$ cat src/hw/armPkg.sv
package armPkg;

  // ==================================================
  // Instruction field constants
  // ==================================================

  // Width of a register index in the instruction word
  localparam int regIndexWidth = 4;

  // Condition field value for "always"
  // Every other condition runs as a no-op
  localparam logic [3:0] condAlways = 4'b1110;

  // Instruction class in bits 27:26
  localparam logic [1:0] opClassDp  = 2'b00;
  localparam logic [1:0] opClassMem = 2'b01;

  // Register index of the PC, never written by this core
  localparam logic [regIndexWidth-1:0] pcIndex = 4'd15;

  // ==================================================
  // Enumerations
  // ==================================================

  // Data-processing opcodes, values are the ARM encodings
  typedef enum logic [3:0] {
    aluAnd = 4'b0000,
    aluEor = 4'b0001,
    aluSub = 4'b0010,
    aluRsb = 4'b0011,
    aluAdd = 4'b0100,
    aluOrr = 4'b1100,
    aluMov = 4'b1101,
    aluBic = 4'b1110,
    aluMvn = 4'b1111
  } aluOp_t;

  // Shift types as encoded in bits 6:5
  typedef enum logic [1:0] {
    shiftLsl = 2'b00,
    shiftLsr = 2'b01,
    shiftAsr = 2'b10,
    shiftRor = 2'b11
  } shiftType_t;

endpackage

$ cat src/hw/alu.sv
`timescale 1ns/1ns

module alu import armPkg::*; (
  input  logic [31:0] SrcA,
  input  logic [31:0] SrcB,
  input  aluOp_t      ALUControl,
  output logic [31:0] ALUResult
);

  // No flags, results only
  always_comb begin
    case (ALUControl)
      aluAnd:  ALUResult = SrcA & SrcB;
      aluEor:  ALUResult = SrcA ^ SrcB;
      aluSub:  ALUResult = SrcA - SrcB;
      // Reverse subtract
      aluRsb:  ALUResult = SrcB - SrcA;
      aluAdd:  ALUResult = SrcA + SrcB;
      aluOrr:  ALUResult = SrcA | SrcB;
      // Operand 2 straight through
      aluMov:  ALUResult = SrcB;
      // Clear the bits set in operand 2
      aluBic:  ALUResult = SrcA & ~SrcB;
      aluMvn:  ALUResult = ~SrcB;
      default: ALUResult = '0;
    endcase
  end

endmodule

$ cat src/hw/barrelShifter.sv
`timescale 1ns/1ns

module barrelShifter import armPkg::*; (
  input  logic [31:0] shiftIn,
  input  shiftType_t  ShiftType,
  input  logic [4:0]  ShiftAmt,
  output logic [31:0] shiftOut
);

  // Doubled word so a right shift yields the rotate
  logic [63:0] doubled;
  logic [63:0] rotated;

  assign doubled = {shiftIn, shiftIn};
  assign rotated = doubled >> ShiftAmt;

  // Amount zero falls through unchanged for every type
  always_comb begin
    case (ShiftType)
      shiftLsl: shiftOut = shiftIn << ShiftAmt;
      shiftLsr: shiftOut = shiftIn >> ShiftAmt;
      // Sign bit fills from the left
      shiftAsr: shiftOut = $signed(shiftIn) >>> ShiftAmt;
      shiftRor: shiftOut = rotated[31:0];
      default:  shiftOut = shiftIn;
    endcase
  end

endmodule

$ cat src/hw/regFile.sv
`timescale 1ns/1ns

module regFile import armPkg::*; (
  input  logic                     clk,
  input  logic                     reset,
  input  logic [regIndexWidth-1:0] RA1,
  input  logic [regIndexWidth-1:0] RA2,
  input  logic [regIndexWidth-1:0] WA3,
  input  logic [31:0]              WD3,
  input  logic                     WE3,
  output logic [31:0]              RD1,
  output logic [31:0]              RD2
);

  // r0 to r14, no storage for the PC
  logic [31:0] regs [0:14];

  always_ff @(posedge clk) begin
    if (reset) begin
      for (int i = 0; i < 15; i++)
        regs[i] <= '0;
    end else if (WE3 && WA3 != pcIndex) begin
      regs[WA3] <= WD3;
    end
  end

  // Same-cycle write shows on the read port
  function automatic logic [31:0] readReg(input logic [regIndexWidth-1:0] ra);
    if (ra == pcIndex)
      return '0;
    else if (WE3 && WA3 == ra)
      return WD3;
    else
      return regs[ra];
  endfunction

  assign RD1 = readReg(RA1);
  assign RD2 = readReg(RA2);

endmodule

$ cat src/hw/controller.sv
`timescale 1ns/1ns

module controller import armPkg::*; (
  input  logic                     clk,
  input  logic                     reset,
  input  logic [31:0]              InstrD,
  // Decode
  output logic                     ImmSrcD,
  output logic [regIndexWidth-1:0] RA1D,
  output logic [regIndexWidth-1:0] RA2D,
  // Execute
  output logic                     ALUSrcE,
  output aluOp_t                   ALUControlE,
  output shiftType_t               ShiftTypeE,
  output logic [4:0]               ShiftAmtE,
  output logic [1:0]               ForwardAE,
  output logic [1:0]               ForwardBE,
  // Memory
  output logic                     MemWriteM,
  // Writeback
  output logic                     RegWriteW,
  output logic                     MemtoRegW,
  output logic [regIndexWidth-1:0] WA3W,
  // Hazard
  output logic                     StallF,
  output logic                     StallD,
  output logic                     FlushE
);

  logic isDpD, isMemD, isLoadD, isStoreD, movLikeD;
  logic useAD, useBD, regWriteD, aluSrcD;
  aluOp_t aluControlD;
  shiftType_t shiftTypeD;
  logic [4:0] shiftAmtD;
  logic regWriteE, memWriteE, memtoRegE;
  logic [regIndexWidth-1:0] wa3E, ra1E, ra2E;
  logic regWriteM, memtoRegM;
  logic [regIndexWidth-1:0] wa3M;
  logic loadUse;

  // ==================================================
  // Decode
  // ==================================================

  // Data-processing with immediate or immediate-shifted register
  // Bit 4 set means register-shifted register or multiply, not supported
  always_comb begin
    isDpD = 1'b0;
    if (InstrD[31:28] == condAlways && InstrD[27:26] == opClassDp &&
        (InstrD[25] || !InstrD[4])) begin
      case (InstrD[24:21])
        aluAnd, aluEor, aluSub, aluRsb, aluAdd,
        aluOrr, aluMov, aluBic, aluMvn: isDpD = 1'b1;
        default:                        isDpD = 1'b0;
      endcase
    end
  end

  // Word LDR/STR, pre-indexed, positive immediate offset, no writeback
  assign isMemD   = InstrD[31:28] == condAlways && InstrD[27:26] == opClassMem &&
                    InstrD[25:21] == 5'b01100;
  assign isLoadD  = isMemD && InstrD[20];
  assign isStoreD = isMemD && !InstrD[20];

  // MOV and MVN ignore Rn
  assign movLikeD = InstrD[24:21] == aluMov || InstrD[24:21] == aluMvn;
  assign useAD    = isMemD || (isDpD && !movLikeD);
  // Store data comes through port 2 as Rd
  assign useBD    = isStoreD || (isDpD && !InstrD[25]);

  assign RA1D = InstrD[19:16];
  assign RA2D = isStoreD ? InstrD[15:12] : InstrD[3:0];

  // Writes to r15 are dropped
  assign regWriteD = (isDpD || isLoadD) && InstrD[15:12] != pcIndex;
  assign ImmSrcD   = isMemD;
  assign aluSrcD   = isMemD || (isDpD && InstrD[25]);
  // Memory access computes base plus offset
  assign aluControlD = isDpD ? aluOp_t'(InstrD[24:21]) : aluAdd;

  // Operand 2 shift setup
  always_comb begin
    shiftTypeD = shiftLsl;
    shiftAmtD  = 5'd0;
    if (isDpD && InstrD[25]) begin
      // Rotated immediate, ROR by twice the rotate field
      shiftTypeD = shiftRor;
      shiftAmtD  = {InstrD[11:8], 1'b0};
    end else if (isDpD) begin
      shiftTypeD = shiftType_t'(InstrD[6:5]);
      shiftAmtD  = InstrD[11:7];
    end
  end

  // ==================================================
  // Pipeline control registers
  // ==================================================

  // Execute, bubble on load-use flush
  always_ff @(posedge clk) begin
    if (reset || FlushE) begin
      regWriteE   <= 1'b0;
      memWriteE   <= 1'b0;
      memtoRegE   <= 1'b0;
      wa3E        <= '0;
      ra1E        <= '0;
      ra2E        <= '0;
      ALUSrcE     <= 1'b0;
      ALUControlE <= aluAdd;
      ShiftTypeE  <= shiftLsl;
      ShiftAmtE   <= 5'd0;
    end else begin
      regWriteE   <= regWriteD;
      memWriteE   <= isStoreD;
      memtoRegE   <= isLoadD;
      wa3E        <= InstrD[15:12];
      ra1E        <= RA1D;
      ra2E        <= RA2D;
      ALUSrcE     <= aluSrcD;
      ALUControlE <= aluControlD;
      ShiftTypeE  <= shiftTypeD;
      ShiftAmtE   <= shiftAmtD;
    end
  end

  // Memory and writeback
  always_ff @(posedge clk) begin
    if (reset) begin
      regWriteM <= 1'b0;
      MemWriteM <= 1'b0;
      memtoRegM <= 1'b0;
      wa3M      <= '0;
      RegWriteW <= 1'b0;
      MemtoRegW <= 1'b0;
      WA3W      <= '0;
    end else begin
      regWriteM <= regWriteE;
      MemWriteM <= memWriteE;
      memtoRegM <= memtoRegE;
      wa3M      <= wa3E;
      RegWriteW <= regWriteM;
      MemtoRegW <= memtoRegM;
      WA3W      <= wa3M;
    end
  end

  // ==================================================
  // Hazards
  // ==================================================

  // Memory stage wins over writeback
  function automatic logic [1:0] forwardSel(input logic [regIndexWidth-1:0] ra);
    if (regWriteM && wa3M == ra)
      return 2'b10;
    else if (RegWriteW && WA3W == ra)
      return 2'b01;
    else
      return 2'b00;
  endfunction

  assign ForwardAE = forwardSel(ra1E);
  assign ForwardBE = forwardSel(ra2E);

  // Load in execute feeding the instruction in decode
  assign loadUse = memtoRegE && regWriteE &&
                   ((useAD && RA1D == wa3E) || (useBD && RA2D == wa3E));

  assign StallF = loadUse;
  assign StallD = loadUse;
  assign FlushE = loadUse;

endmodule

$ cat src/hw/datapath.sv
`timescale 1ns/1ns

module datapath import armPkg::*; #(
  parameter logic [31:0] resetPc = 32'h0000_0000
) (
  input  logic                     clk,
  input  logic                     reset,
  // Fetch
  output logic [31:0]              PCF,
  input  logic [31:0]              InstrF,
  // Decode
  output logic [31:0]              InstrD,
  input  logic                     ImmSrcD,
  input  logic [regIndexWidth-1:0] RA1D,
  input  logic [regIndexWidth-1:0] RA2D,
  // Execute
  input  logic                     ALUSrcE,
  input  aluOp_t                   ALUControlE,
  input  shiftType_t               ShiftTypeE,
  input  logic [4:0]               ShiftAmtE,
  input  logic [1:0]               ForwardAE,
  input  logic [1:0]               ForwardBE,
  // Memory
  output logic [31:0]              ALUOutM,
  output logic [31:0]              WriteDataM,
  input  logic [31:0]              ReadDataM,
  // Writeback
  input  logic                     RegWriteW,
  input  logic                     MemtoRegW,
  input  logic [regIndexWidth-1:0] WA3W,
  output logic [31:0]              ResultW,
  // Hazard
  input  logic                     StallF,
  input  logic                     StallD,
  input  logic                     FlushE
);

  logic [31:0] pcPlus4F;
  logic [31:0] rd1D, rd2D, extImmD;
  logic [31:0] rd1E, rd2E, extImmE;
  logic [31:0] srcAE, writeDataE, shiftInE, srcBE, aluResultE;
  logic [31:0] aluOutW, readDataW;

  // ==================================================
  // Fetch
  // ==================================================

  assign pcPlus4F = PCF + 32'd4;

  // PC holds during a load-use stall
  always_ff @(posedge clk) begin
    if (reset)
      PCF <= resetPc;
    else if (!StallF)
      PCF <= pcPlus4F;
  end

  // ==================================================
  // Decode
  // ==================================================

  // Zero word decodes as a no-op (condition field 0000)
  always_ff @(posedge clk) begin
    if (reset)
      InstrD <= '0;
    else if (!StallD)
      InstrD <= InstrF;
  end

  regFile u_regFile (
    .clk  (clk),
    .reset(reset),
    .RA1  (RA1D),
    .RA2  (RA2D),
    .WA3  (WA3W),
    .WD3  (ResultW),
    .WE3  (RegWriteW),
    .RD1  (rd1D),
    .RD2  (rd2D)
  );

  // 12-bit memory offset or 8-bit immediate rotated later in the shifter
  assign extImmD = ImmSrcD ? {20'd0, InstrD[11:0]} : {24'd0, InstrD[7:0]};

  // ==================================================
  // Execute
  // ==================================================

  // Bubble carries zero operands
  always_ff @(posedge clk) begin
    if (FlushE) begin
      rd1E    <= '0;
      rd2E    <= '0;
      extImmE <= '0;
    end else begin
      rd1E    <= rd1D;
      rd2E    <= rd2D;
      extImmE <= extImmD;
    end
  end

  // Forward select, 10 from memory, 01 from writeback
  always_comb begin
    case (ForwardAE)
      2'b10:   srcAE = ALUOutM;
      2'b01:   srcAE = ResultW;
      default: srcAE = rd1E;
    endcase
    case (ForwardBE)
      2'b10:   writeDataE = ALUOutM;
      2'b01:   writeDataE = ResultW;
      default: writeDataE = rd2E;
    endcase
  end

  // Immediate or register goes through the shifter as operand 2
  assign shiftInE = ALUSrcE ? extImmE : writeDataE;

  barrelShifter u_barrelShifter (
    .shiftIn  (shiftInE),
    .ShiftType(ShiftTypeE),
    .ShiftAmt (ShiftAmtE),
    .shiftOut (srcBE)
  );

  alu u_alu (
    .SrcA      (srcAE),
    .SrcB      (srcBE),
    .ALUControl(ALUControlE),
    .ALUResult (aluResultE)
  );

  // ==================================================
  // Memory and writeback
  // ==================================================

  always_ff @(posedge clk) begin
    ALUOutM    <= aluResultE;
    WriteDataM <= writeDataE;
    aluOutW    <= ALUOutM;
    readDataW  <= ReadDataM;
  end

  assign ResultW = MemtoRegW ? readDataW : aluOutW;

endmodule

$ cat src/hw/armCore.sv
`timescale 1ns/1ns

module armCore import armPkg::*; #(
  parameter logic [31:0] resetPc = 32'h0000_0000
) (
  input  logic                     clk,
  input  logic                     reset,
  // Instruction memory
  output logic [31:0]              PCF,
  input  logic [31:0]              InstrF,
  // Data memory
  output logic [31:0]              ALUOutM,
  output logic [31:0]              WriteDataM,
  output logic                     MemWriteM,
  input  logic [31:0]              ReadDataM,
  // Retire trace
  output logic                     RegWriteW,
  output logic [regIndexWidth-1:0] WA3W,
  output logic [31:0]              ResultW
);

  // Decode stage
  logic [31:0]              InstrD;
  logic                     ImmSrcD;
  logic [regIndexWidth-1:0] RA1D, RA2D;

  // Execute stage
  logic                     ALUSrcE;
  aluOp_t                   ALUControlE;
  shiftType_t               ShiftTypeE;
  logic [4:0]               ShiftAmtE;
  logic [1:0]               ForwardAE, ForwardBE;

  // Writeback and hazard
  logic                     MemtoRegW;
  logic                     StallF, StallD, FlushE;

  // Decode, hazard detection and per-stage control bits
  controller u_controller (
    .clk        (clk),
    .reset      (reset),
    .InstrD     (InstrD),
    .ImmSrcD    (ImmSrcD),
    .RA1D       (RA1D),
    .RA2D       (RA2D),
    .ALUSrcE    (ALUSrcE),
    .ALUControlE(ALUControlE),
    .ShiftTypeE (ShiftTypeE),
    .ShiftAmtE  (ShiftAmtE),
    .ForwardAE  (ForwardAE),
    .ForwardBE  (ForwardBE),
    .MemWriteM  (MemWriteM),
    .RegWriteW  (RegWriteW),
    .MemtoRegW  (MemtoRegW),
    .WA3W       (WA3W),
    .StallF     (StallF),
    .StallD     (StallD),
    .FlushE     (FlushE)
  );

  // PC, pipeline registers, register file, shifter and ALU
  datapath #(
    .resetPc(resetPc)
  ) u_datapath (
    .clk        (clk),
    .reset      (reset),
    .PCF        (PCF),
    .InstrF     (InstrF),
    .InstrD     (InstrD),
    .ImmSrcD    (ImmSrcD),
    .RA1D       (RA1D),
    .RA2D       (RA2D),
    .ALUSrcE    (ALUSrcE),
    .ALUControlE(ALUControlE),
    .ShiftTypeE (ShiftTypeE),
    .ShiftAmtE  (ShiftAmtE),
    .ForwardAE  (ForwardAE),
    .ForwardBE  (ForwardBE),
    .ALUOutM    (ALUOutM),
    .WriteDataM (WriteDataM),
    .ReadDataM  (ReadDataM),
    .RegWriteW  (RegWriteW),
    .MemtoRegW  (MemtoRegW),
    .WA3W       (WA3W),
    .ResultW    (ResultW),
    .StallF     (StallF),
    .StallD     (StallD),
    .FlushE     (FlushE)
  );

endmodule

$ cat config.mk
export PLATFORM = sky130hd
export DESIGN_NAME = armCore
export DESIGN_NICKNAME = d
export VERILOG_FILES = /design/src/hw/armPkg.sv /design/src/hw/alu.sv /design/src/hw/barrelShifter.sv /design/src/hw/regFile.sv /design/src/hw/controller.sv /design/src/hw/datapath.sv /design/src/hw/armCore.sv
export SDC_FILE = /design/constraint.sdc
export NUM_CORES = 2
export LEC_CHECK = 0
export BUFFER_PORTS_ARGS = -buffer_cell sky130_fd_sc_hd__buf_2
export CAP_MARGIN = 20
export CORE_UTILIZATION = 30
export DETAILED_ROUTE_END_ITERATION = 7
export MAX_ROUTING_LAYER = met4
export PLACE_DENSITY = 0.42
export SLEW_MARGIN = 20
export SYNTH_ARGS = -nofsm -noshare
export SYNTH_HDL_FRONTEND = slang
export SYNTH_SLANG_ARGS = --single-unit
$ cat constraint.sdc
create_clock -name clk -period 7.35 [get_ports clk]
set_clock_uncertainty 0.2 [all_clocks]
set_input_delay 0.735 -clock clk [delete_from_list [all_inputs] [get_ports clk]]
set_output_delay 0.735 -clock clk [all_outputs]
set_load 0.02 [all_outputs]
# Word-level counts from Yosys, hierarchy flattened
# Memories as Yosys holds them, arrays and structs flattened. A register that Yosys moved wholly into a read port is not among the register bits.
# Cells that the tools add are included.
dict set report classes {
  add_sub_neg 4
  eq_ne 32
  shift 4
  n_mux 30
  bitwise_logic 7
  n_reduce_logical 42
}
# op n
set ops {}
lappend ops {{32-bit case mux with 9 select lines} 1}
lappend ops {{32-bit two-way mux} 5}
lappend ops {{32-bit case mux with 2 select lines} 2}
lappend ops {{32-bit case mux with 4 select lines} 1}
lappend ops {{32-bit bitwise AND} 2}
lappend ops {{64-bit by 5-bit right shift with 32-bit output} 1}
lappend ops {{32-bit subtractor} 2}
lappend ops {{4-bit == test (second input constant)} 9}
lappend ops {{32-bit by 3-bit adder with 32-bit output (second input constant)} 1}
lappend ops {{32-bit adder} 1}
lappend ops {{4-bit == test} 8}
lappend ops {{32-bit inverter} 1}
lappend ops {{32-bit bitwise OR} 1}
lappend ops {{32-bit OR reduction} 1}
lappend ops {{32-bit by 5-bit left shift with 32-bit output} 1}
lappend ops {{32-bit by 5-bit right shift with 32-bit output} 1}
lappend ops {{32-bit by 5-bit >>> shifter with 32-bit output} 1}
lappend ops {{32-bit bitwise XOR} 1}
lappend ops {{4-bit two-way mux} 6}
lappend ops {{1-bit logical AND} 21}
lappend ops {{5-bit two-way mux} 2}
lappend ops {{1-bit two-way mux} 9}
lappend ops {{2-bit by 1-bit == test with 1-bit output (second input constant)} 4}
lappend ops {{2-bit == test (second input constant)} 4}
lappend ops {{13 further kinds} 33}
dict set report totals {
  regBits 328
  mem_bits_rw 480
  rom_bits 16
  in_bits 66
  out_inout_bits 134
  wordCells 149
  n_memories 2
}
# memory words word_bits rd rd_ports_with_merged_regs write_ports line
set mem_list {}
lappend mem_list {u_datapath.u_regFile.regs 15 32 2 1 15 regFile.sv:16} ;# logic [31:0] regs [0:14];
lappend mem_list {{(no name shown)} 16 1 1 1 0 controller.sv:51} ;# case (InstrD[24:21])

# Logic depth before layout (Yosys ltp)
dict set report logic_depth {
  depth_word 12
  ltp_mapped 30
  ltp_nobuf 26
}

# Hierarchy
# A second synthesis with hierarchy kept.
dict set report hier_totals {
  cells_unflattened 4669
  area_unflattened_um2 51194.1
}
# mod instances cells_per_inst area_each_um2 seq_area_each_um2
set modules_own_cells {}
lappend modules_own_cells {regFile 1 1878 27925.5 15374.7}
lappend modules_own_cells {datapath 1 856 9103.7 5325.1}
lappend modules_own_cells {alu 1 978 6498.7 0.0}
lappend modules_own_cells {barrelShifter 1 782 5934.4 0.0}
lappend modules_own_cells {controller 1 175 1731.7 800.8}

# Least setup slack after synthesis
# No wires, ideal clock.
dict set report synth_path {
  kind {register -> register}
  startpoint {register u_controller.WA3W[2]}
  endpoint {register u_datapath.ALUOutM[28]}
  setup_time_ps 134
  arrival_ps 5880
  t_required_ps 7016
  setup_slack_ps 1136
  path_stages_with_launch 30
  path_buffers 3
  cell_sequence {dfxtp_1 buf_6 xor2_2 nor3_4 buf_4 buf_2 and3_1 o31a_1 inv_2 a221oi_1 a31oi_1 mux2_2 mux2i_1 nor2_1 o2bb2ai_1 inv_1 ha_1 fa_1 a21o_1 a21oi_1 o21ai_0 a31oi_1 a21oi_1 a21o_1 a311oi_1 o21ai_0 a21o_1 a21oi_1 xor2_1 o211ai_1}
}
dict set report synth_via {
  elab_chain_len 12
}
# item line
set synth_lines {}
lappend synth_lines {{from (decl)} controller.sv:23} ;# output logic [regIndexWidth-1:0] WA3W,
lappend synth_lines {{from (signal assigned)} controller.sv:143} ;# WA3W <= wa3M;
lappend synth_lines {{4-bit == test *} controller.sv:155} ;# else if (RegWriteW && WA3W == ra)
lappend synth_lines {{1-bit logical AND *} controller.sv:155}
lappend synth_lines {{1-bit two-way mux *} controller.sv:155}
lappend synth_lines {{2-bit two-way mux *} controller.sv:153} ;# if (regWriteM && wa3M == ra)
lappend synth_lines {{2-bit by 1-bit == test with 1-bit output or 2-bit == test (tied branches)} datapath.sv:109} ;# case (ForwardBE)
lappend synth_lines {{32-bit case mux with 2 select lines *} datapath.sv:109}
lappend synth_lines {{net u_datapath.writeDataE[28]} datapath.sv:41} ;# logic [31:0] srcAE, writeDataE, shiftInE, srcBE, aluResultE;
lappend synth_lines {{32-bit two-way mux *} datapath.sv:117} ;# assign shiftInE = ALUSrcE ? extImmE : writeDataE;
lappend synth_lines {{64-bit by 5-bit right shift with 32-bit output (tied with other cells)} barrelShifter.sv:15} ;# assign rotated = doubled >> ShiftAmt;
lappend synth_lines {{32-bit case mux with 4 select lines *} barrelShifter.sv:19} ;# case (ShiftType)
lappend synth_lines {{branches (longest 2 deep; another with 32-bit adder)} --}
lappend synth_lines {{32-bit case mux with 9 select lines *} alu.sv:12} ;# case (ALUControl)
lappend synth_lines {{net u_datapath.aluResultE[28]} datapath.sv:41}
lappend synth_lines {{to (signal assigned)} datapath.sv:138} ;# ALUOutM <= aluResultE;
lappend synth_lines {{to (decl)} datapath.sv:24} ;# output logic [31:0] ALUOutM,
# Mark *: on every way through the listed nets, which the timed path passes.
# A chain may end at the register's enable or synchronous reset.

# Worst setup path after layout
dict set report layout_path {
  startpoint {register u_controller.WA3W[2]}
  endpoint {register u_datapath.ALUOutM[31]}
}
dict set report layout_via {
  elab_chain_len 12
}
# item line
set layout_lines {}
lappend layout_lines {{branches (longest 11 deep; another with 32-bit adder)} --}
lappend layout_lines {{32-bit case mux with 9 select lines *} alu.sv:12}
lappend layout_lines {{net u_datapath.aluResultE[31]} datapath.sv:41}
# Marks and branches as above.

==> results_dict.tcl <==
set metrics [dict create \
    dieArea_um2 164800 \
    yosysWarnings 0 \
    dp_hpwl_um 163300 \
    min_path_type "in2reg" \
    die_w_um 406 \
    clkTransAtPathRegs_ps 60 \
    die_h_um 406 \
    drt_iter0_markers 5140 \
    end_kind "flop" \
    p_int_mw 9.975 \
    r2r-end "u_datapath.ALUOutM[31]" \
    area_growth_pct 18.76 \
    grt_pass1_wl_um 325500 \
    hold_slack_ps 50.58 \
    cp.required_ps 7750 \
    multi_input_comb_area_um2 25580 \
    antenna_found_initial 13 \
    vias 42800 \
    drc 0 \
    cts_max_level 3 \
    nets 5293 \
    synth_ff_type "edfxtp_1" \
    routedWlPerCell_um 31.90 \
    ir_drop_uv 194.1 \
    power_frac_seq 0.368 \
    drive_gt1_frac 0.2126 \
    io_buffer_count 197 \
    relSlewSlack 0.2104 \
    via_per_inst 5.803 \
    cts_tree "yes" \
    root_buffer "clkbuf_16" \
    path_class "reg2reg" \
    grtUsageTotal 0.2875 \
    synth_edf_count 512 \
    ys_seq_area_frac 0.4412 \
    start_util 0.3036 \
    async_reset_ff_frac 0 \
    grt.overflow.total 0 \
    clk_path_buf_depth 3 \
    regArea_um2 21620 \
    r2r_cells 27 \
    drt-pass1-iter-count 5 \
    synth_area_per_cell_um2 10.15 \
    switching_share 0.3630 \
    r2r-start "u_controller.WA3W[2]" \
    clkSinkCount 823 \
    rows 147 \
    hold_depth 3 \
    cap_viol_max_count 0 \
    netlist_area_um2 48960 \
    slowest_delay_ps 640 \
    setup_tns_ps 0 \
    critPathSlowestCell "o41ai_1" \
    drtAntennaViolNets 0 \
    worstMarginPinSlew_ps 1184 \
    cts_buffers 100 \
    p_switching_mw 5.683 \
    fill_cells 16260 \
    regToRegSetupSlack_ps 260 \
    crit_path_start_kind "flop" \
    wirelength_um 235300 \
    worstPathArrival_ps 7490 \
    ios 200 \
    powerDensity_nw_per_um2 269.3 \
    critPathMaxFanout 12 \
    hp-start "InstrF[4]" \
    period_needed_ps 7092 \
    outcome "complete, no violations" \
    yosys.cell_types.count 110 \
    pwr-share-clk 0.348 \
    period_share 0.9649 \
    core_area_um2 161300 \
    hold_viol 0 \
    layout_commonest_cell "nor2_1" \
    combinationalPowerShare 0.284 \
    gp_congestion 0.9838 \
    grt_max_degree 131 \
    power_leakage_nw 22.36 \
    rsz0062_at_grt "no" \
    drv_slew 0 \
    fmax_mhz 141.0 \
    setup_viol 0 \
    insertion_delay_ps 750 \
    layout_common_cells "nor2_1 (804), edfxtp_1 (512), buf_4 (324), nand2_1 (320), dfxtp_1 (301)" \
    synth_seq_cells 823 \
    holdPathEnd "u_datapath.InstrD[4]" \
    grt_pass1_vias 40870 \
    synth_cells 4822 \
]
## synthesized netlist by cell type (14+ instances only)
library cell	n	area share
buf_1	27	0.0021
a31oi_1	61	0.0078
a22oi_1	19	0.0029
a211oi_1	160	0.025
inv_1	146	0.011
o22ai_1	42	0.0054
nor2b_1	31	0.0040
o221ai_1	17	0.0030
nor2_1	807	0.062
nand2b_1	37	0.0047
dfxtp_1	311	0.13
a221oi_1	14	0.0025
mux2i_1	254	0.052
clkbuf_1	315	0.024
nand2_1	332	0.025
nand3_1	86	0.0088
a21o_1	49	0.0075
mux4_2	223	0.10
a311oi_1	38	0.0068
xor2_1	47	0.0084
buf_2	38	0.0039
o211ai_1	51	0.0078
edfxtp_1	512	0.31
o21ai_0	145	0.015
a21oi_1	253	0.026
xnor2_1	71	0.013
o21a_1	26	0.0040
ha_1	99	0.025
and2_1	94	0.012
mux2_2	30	0.0069
nand4_1	42	0.0054
and3_1	61	0.0078
o31ai_1	20	0.0031
nor4_1	14	0.0018
nor3_1	53	0.0054
## area by class of cell
cell class	instances	share of cell area
Multi-Input combinational cell	3475	0.4399
Sequential cell	823	0.3718
Timing Repair Buffer	571	0.06971
Clock buffer	137	0.04953
Tap cell	2160	0.04648
Clock inverter	51	0.01242
Inverter	155	0.01001
Antenna cell	3	0.0001291
## sequential cells by signal (all words and copies together), names as in the netlist, 5 cells and up, named ones only
register                   cells
u_controller.ShiftAmtE         5
u_datapath.ALUOutM            32
u_datapath.InstrD             32
u_datapath.PCF                30
u_datapath.WriteDataM         32
u_datapath.aluOutW            32
u_datapath.extImmE            12
u_datapath.rd1E               32
u_datapath.rd2E               32
u_datapath.readDataW          32
u_datapath.u_regFile.regs    512
## worst max path at each step
| stage | endpoint | slack (ps) | startpoint |
|---|---|---|---|
| 4_1_cts | u_datapath.ALUOutM[28] | 100 | u_controller.ra2E[2] |
| 6_report | u_datapath.ALUOutM[31] | 260 | u_controller.WA3W[2] |
| 5_1_grt | u_datapath.ALUOutM[31] | 30 | u_controller.WA3W[2] |
| 3_3_place_gp | u_datapath.ALUOutM[28] | 250 | u_controller.ra2E[2] |
| 2_1_floorplan | u_datapath.ALUOutM[28] | 1140 | u_controller.WA3W[2] |
| 3_5_place_dp | u_datapath.ALUOutM[28] | 120 | u_controller.ra2E[2] |
## routing by layer
layer,vias to the layer above,wire length [um],GRT usage
li1,18470,-,-
met1,21890,104500,0.3942
met2,2047,104600,0.4310
met3,394,16800,0.03894
met4,0,9320,0.1058
met5,-,0,-
## what timing repair did
action                                  in CTS  in global routing
endpoints found under the hold margin       38                  0
gates resized for setup                      0                 10
hold buffers                                38                  0
endpoints found under the setup margin       0                 12
buffers inserted                             0                  1
## worst max-delay path, delay by kind of cell (launching register included)
kind	cells	cell delay, ps
fa+ha+maj	2	600
buf+inv	3	760
simple gates	9	2040
xor+xnor	3	390
flops	1	370
compound gates	10	2600
## metrics by stage
stage	worst slack, ps	utilization	power (mW)	area, um2	std cells
after floorplan	1136	-	7.810	49090	4855
after global placement	251.6	0.3354	10.21	54110	7144
after detailed placement	120.4	0.3356	10.19	54130	7145
after CTS	100.7	0.3603	15.66	58110	7371
after global routing	29.55	0.3605	16.10	58150	7374
final	258.2	0.3605	15.66	58150	7375
## power by group through the flow
stage               Clock, mW  Combinational [mW]  Sequential (mW)
floorplan                   0                2.09             5.72
global placement            0                4.36             5.85
detailed placement          0                4.34             5.85
CTS                      5.54                4.38             5.75
global route             5.69                4.63             5.77
finish                   5.44                4.45             5.76
## logic make-up (layout without fill, tap and decap cells)
| family | Yosys count | count (layout) | share of synthesized area |
|---|---|---|---|
| DFF | 823 | 823 | 0.4412 |
| and+or+nand+nor | 1619 | 1619 | 0.1479 |
| buffers and inverters | 557 | 914 | 0.04630 |
| other | 1 | 37 | 0.00007659 |
| xor gates and xnor gates | 119 | 119 | 0.02144 |
| AOI/OAI and AO/OA | 1087 | 1087 | 0.1530 |
| muxes | 515 | 515 | 0.1640 |
| adders and majority gates | 101 | 101 | 0.02612 |
Note: power is estimated with default switching activity, not from simulation.
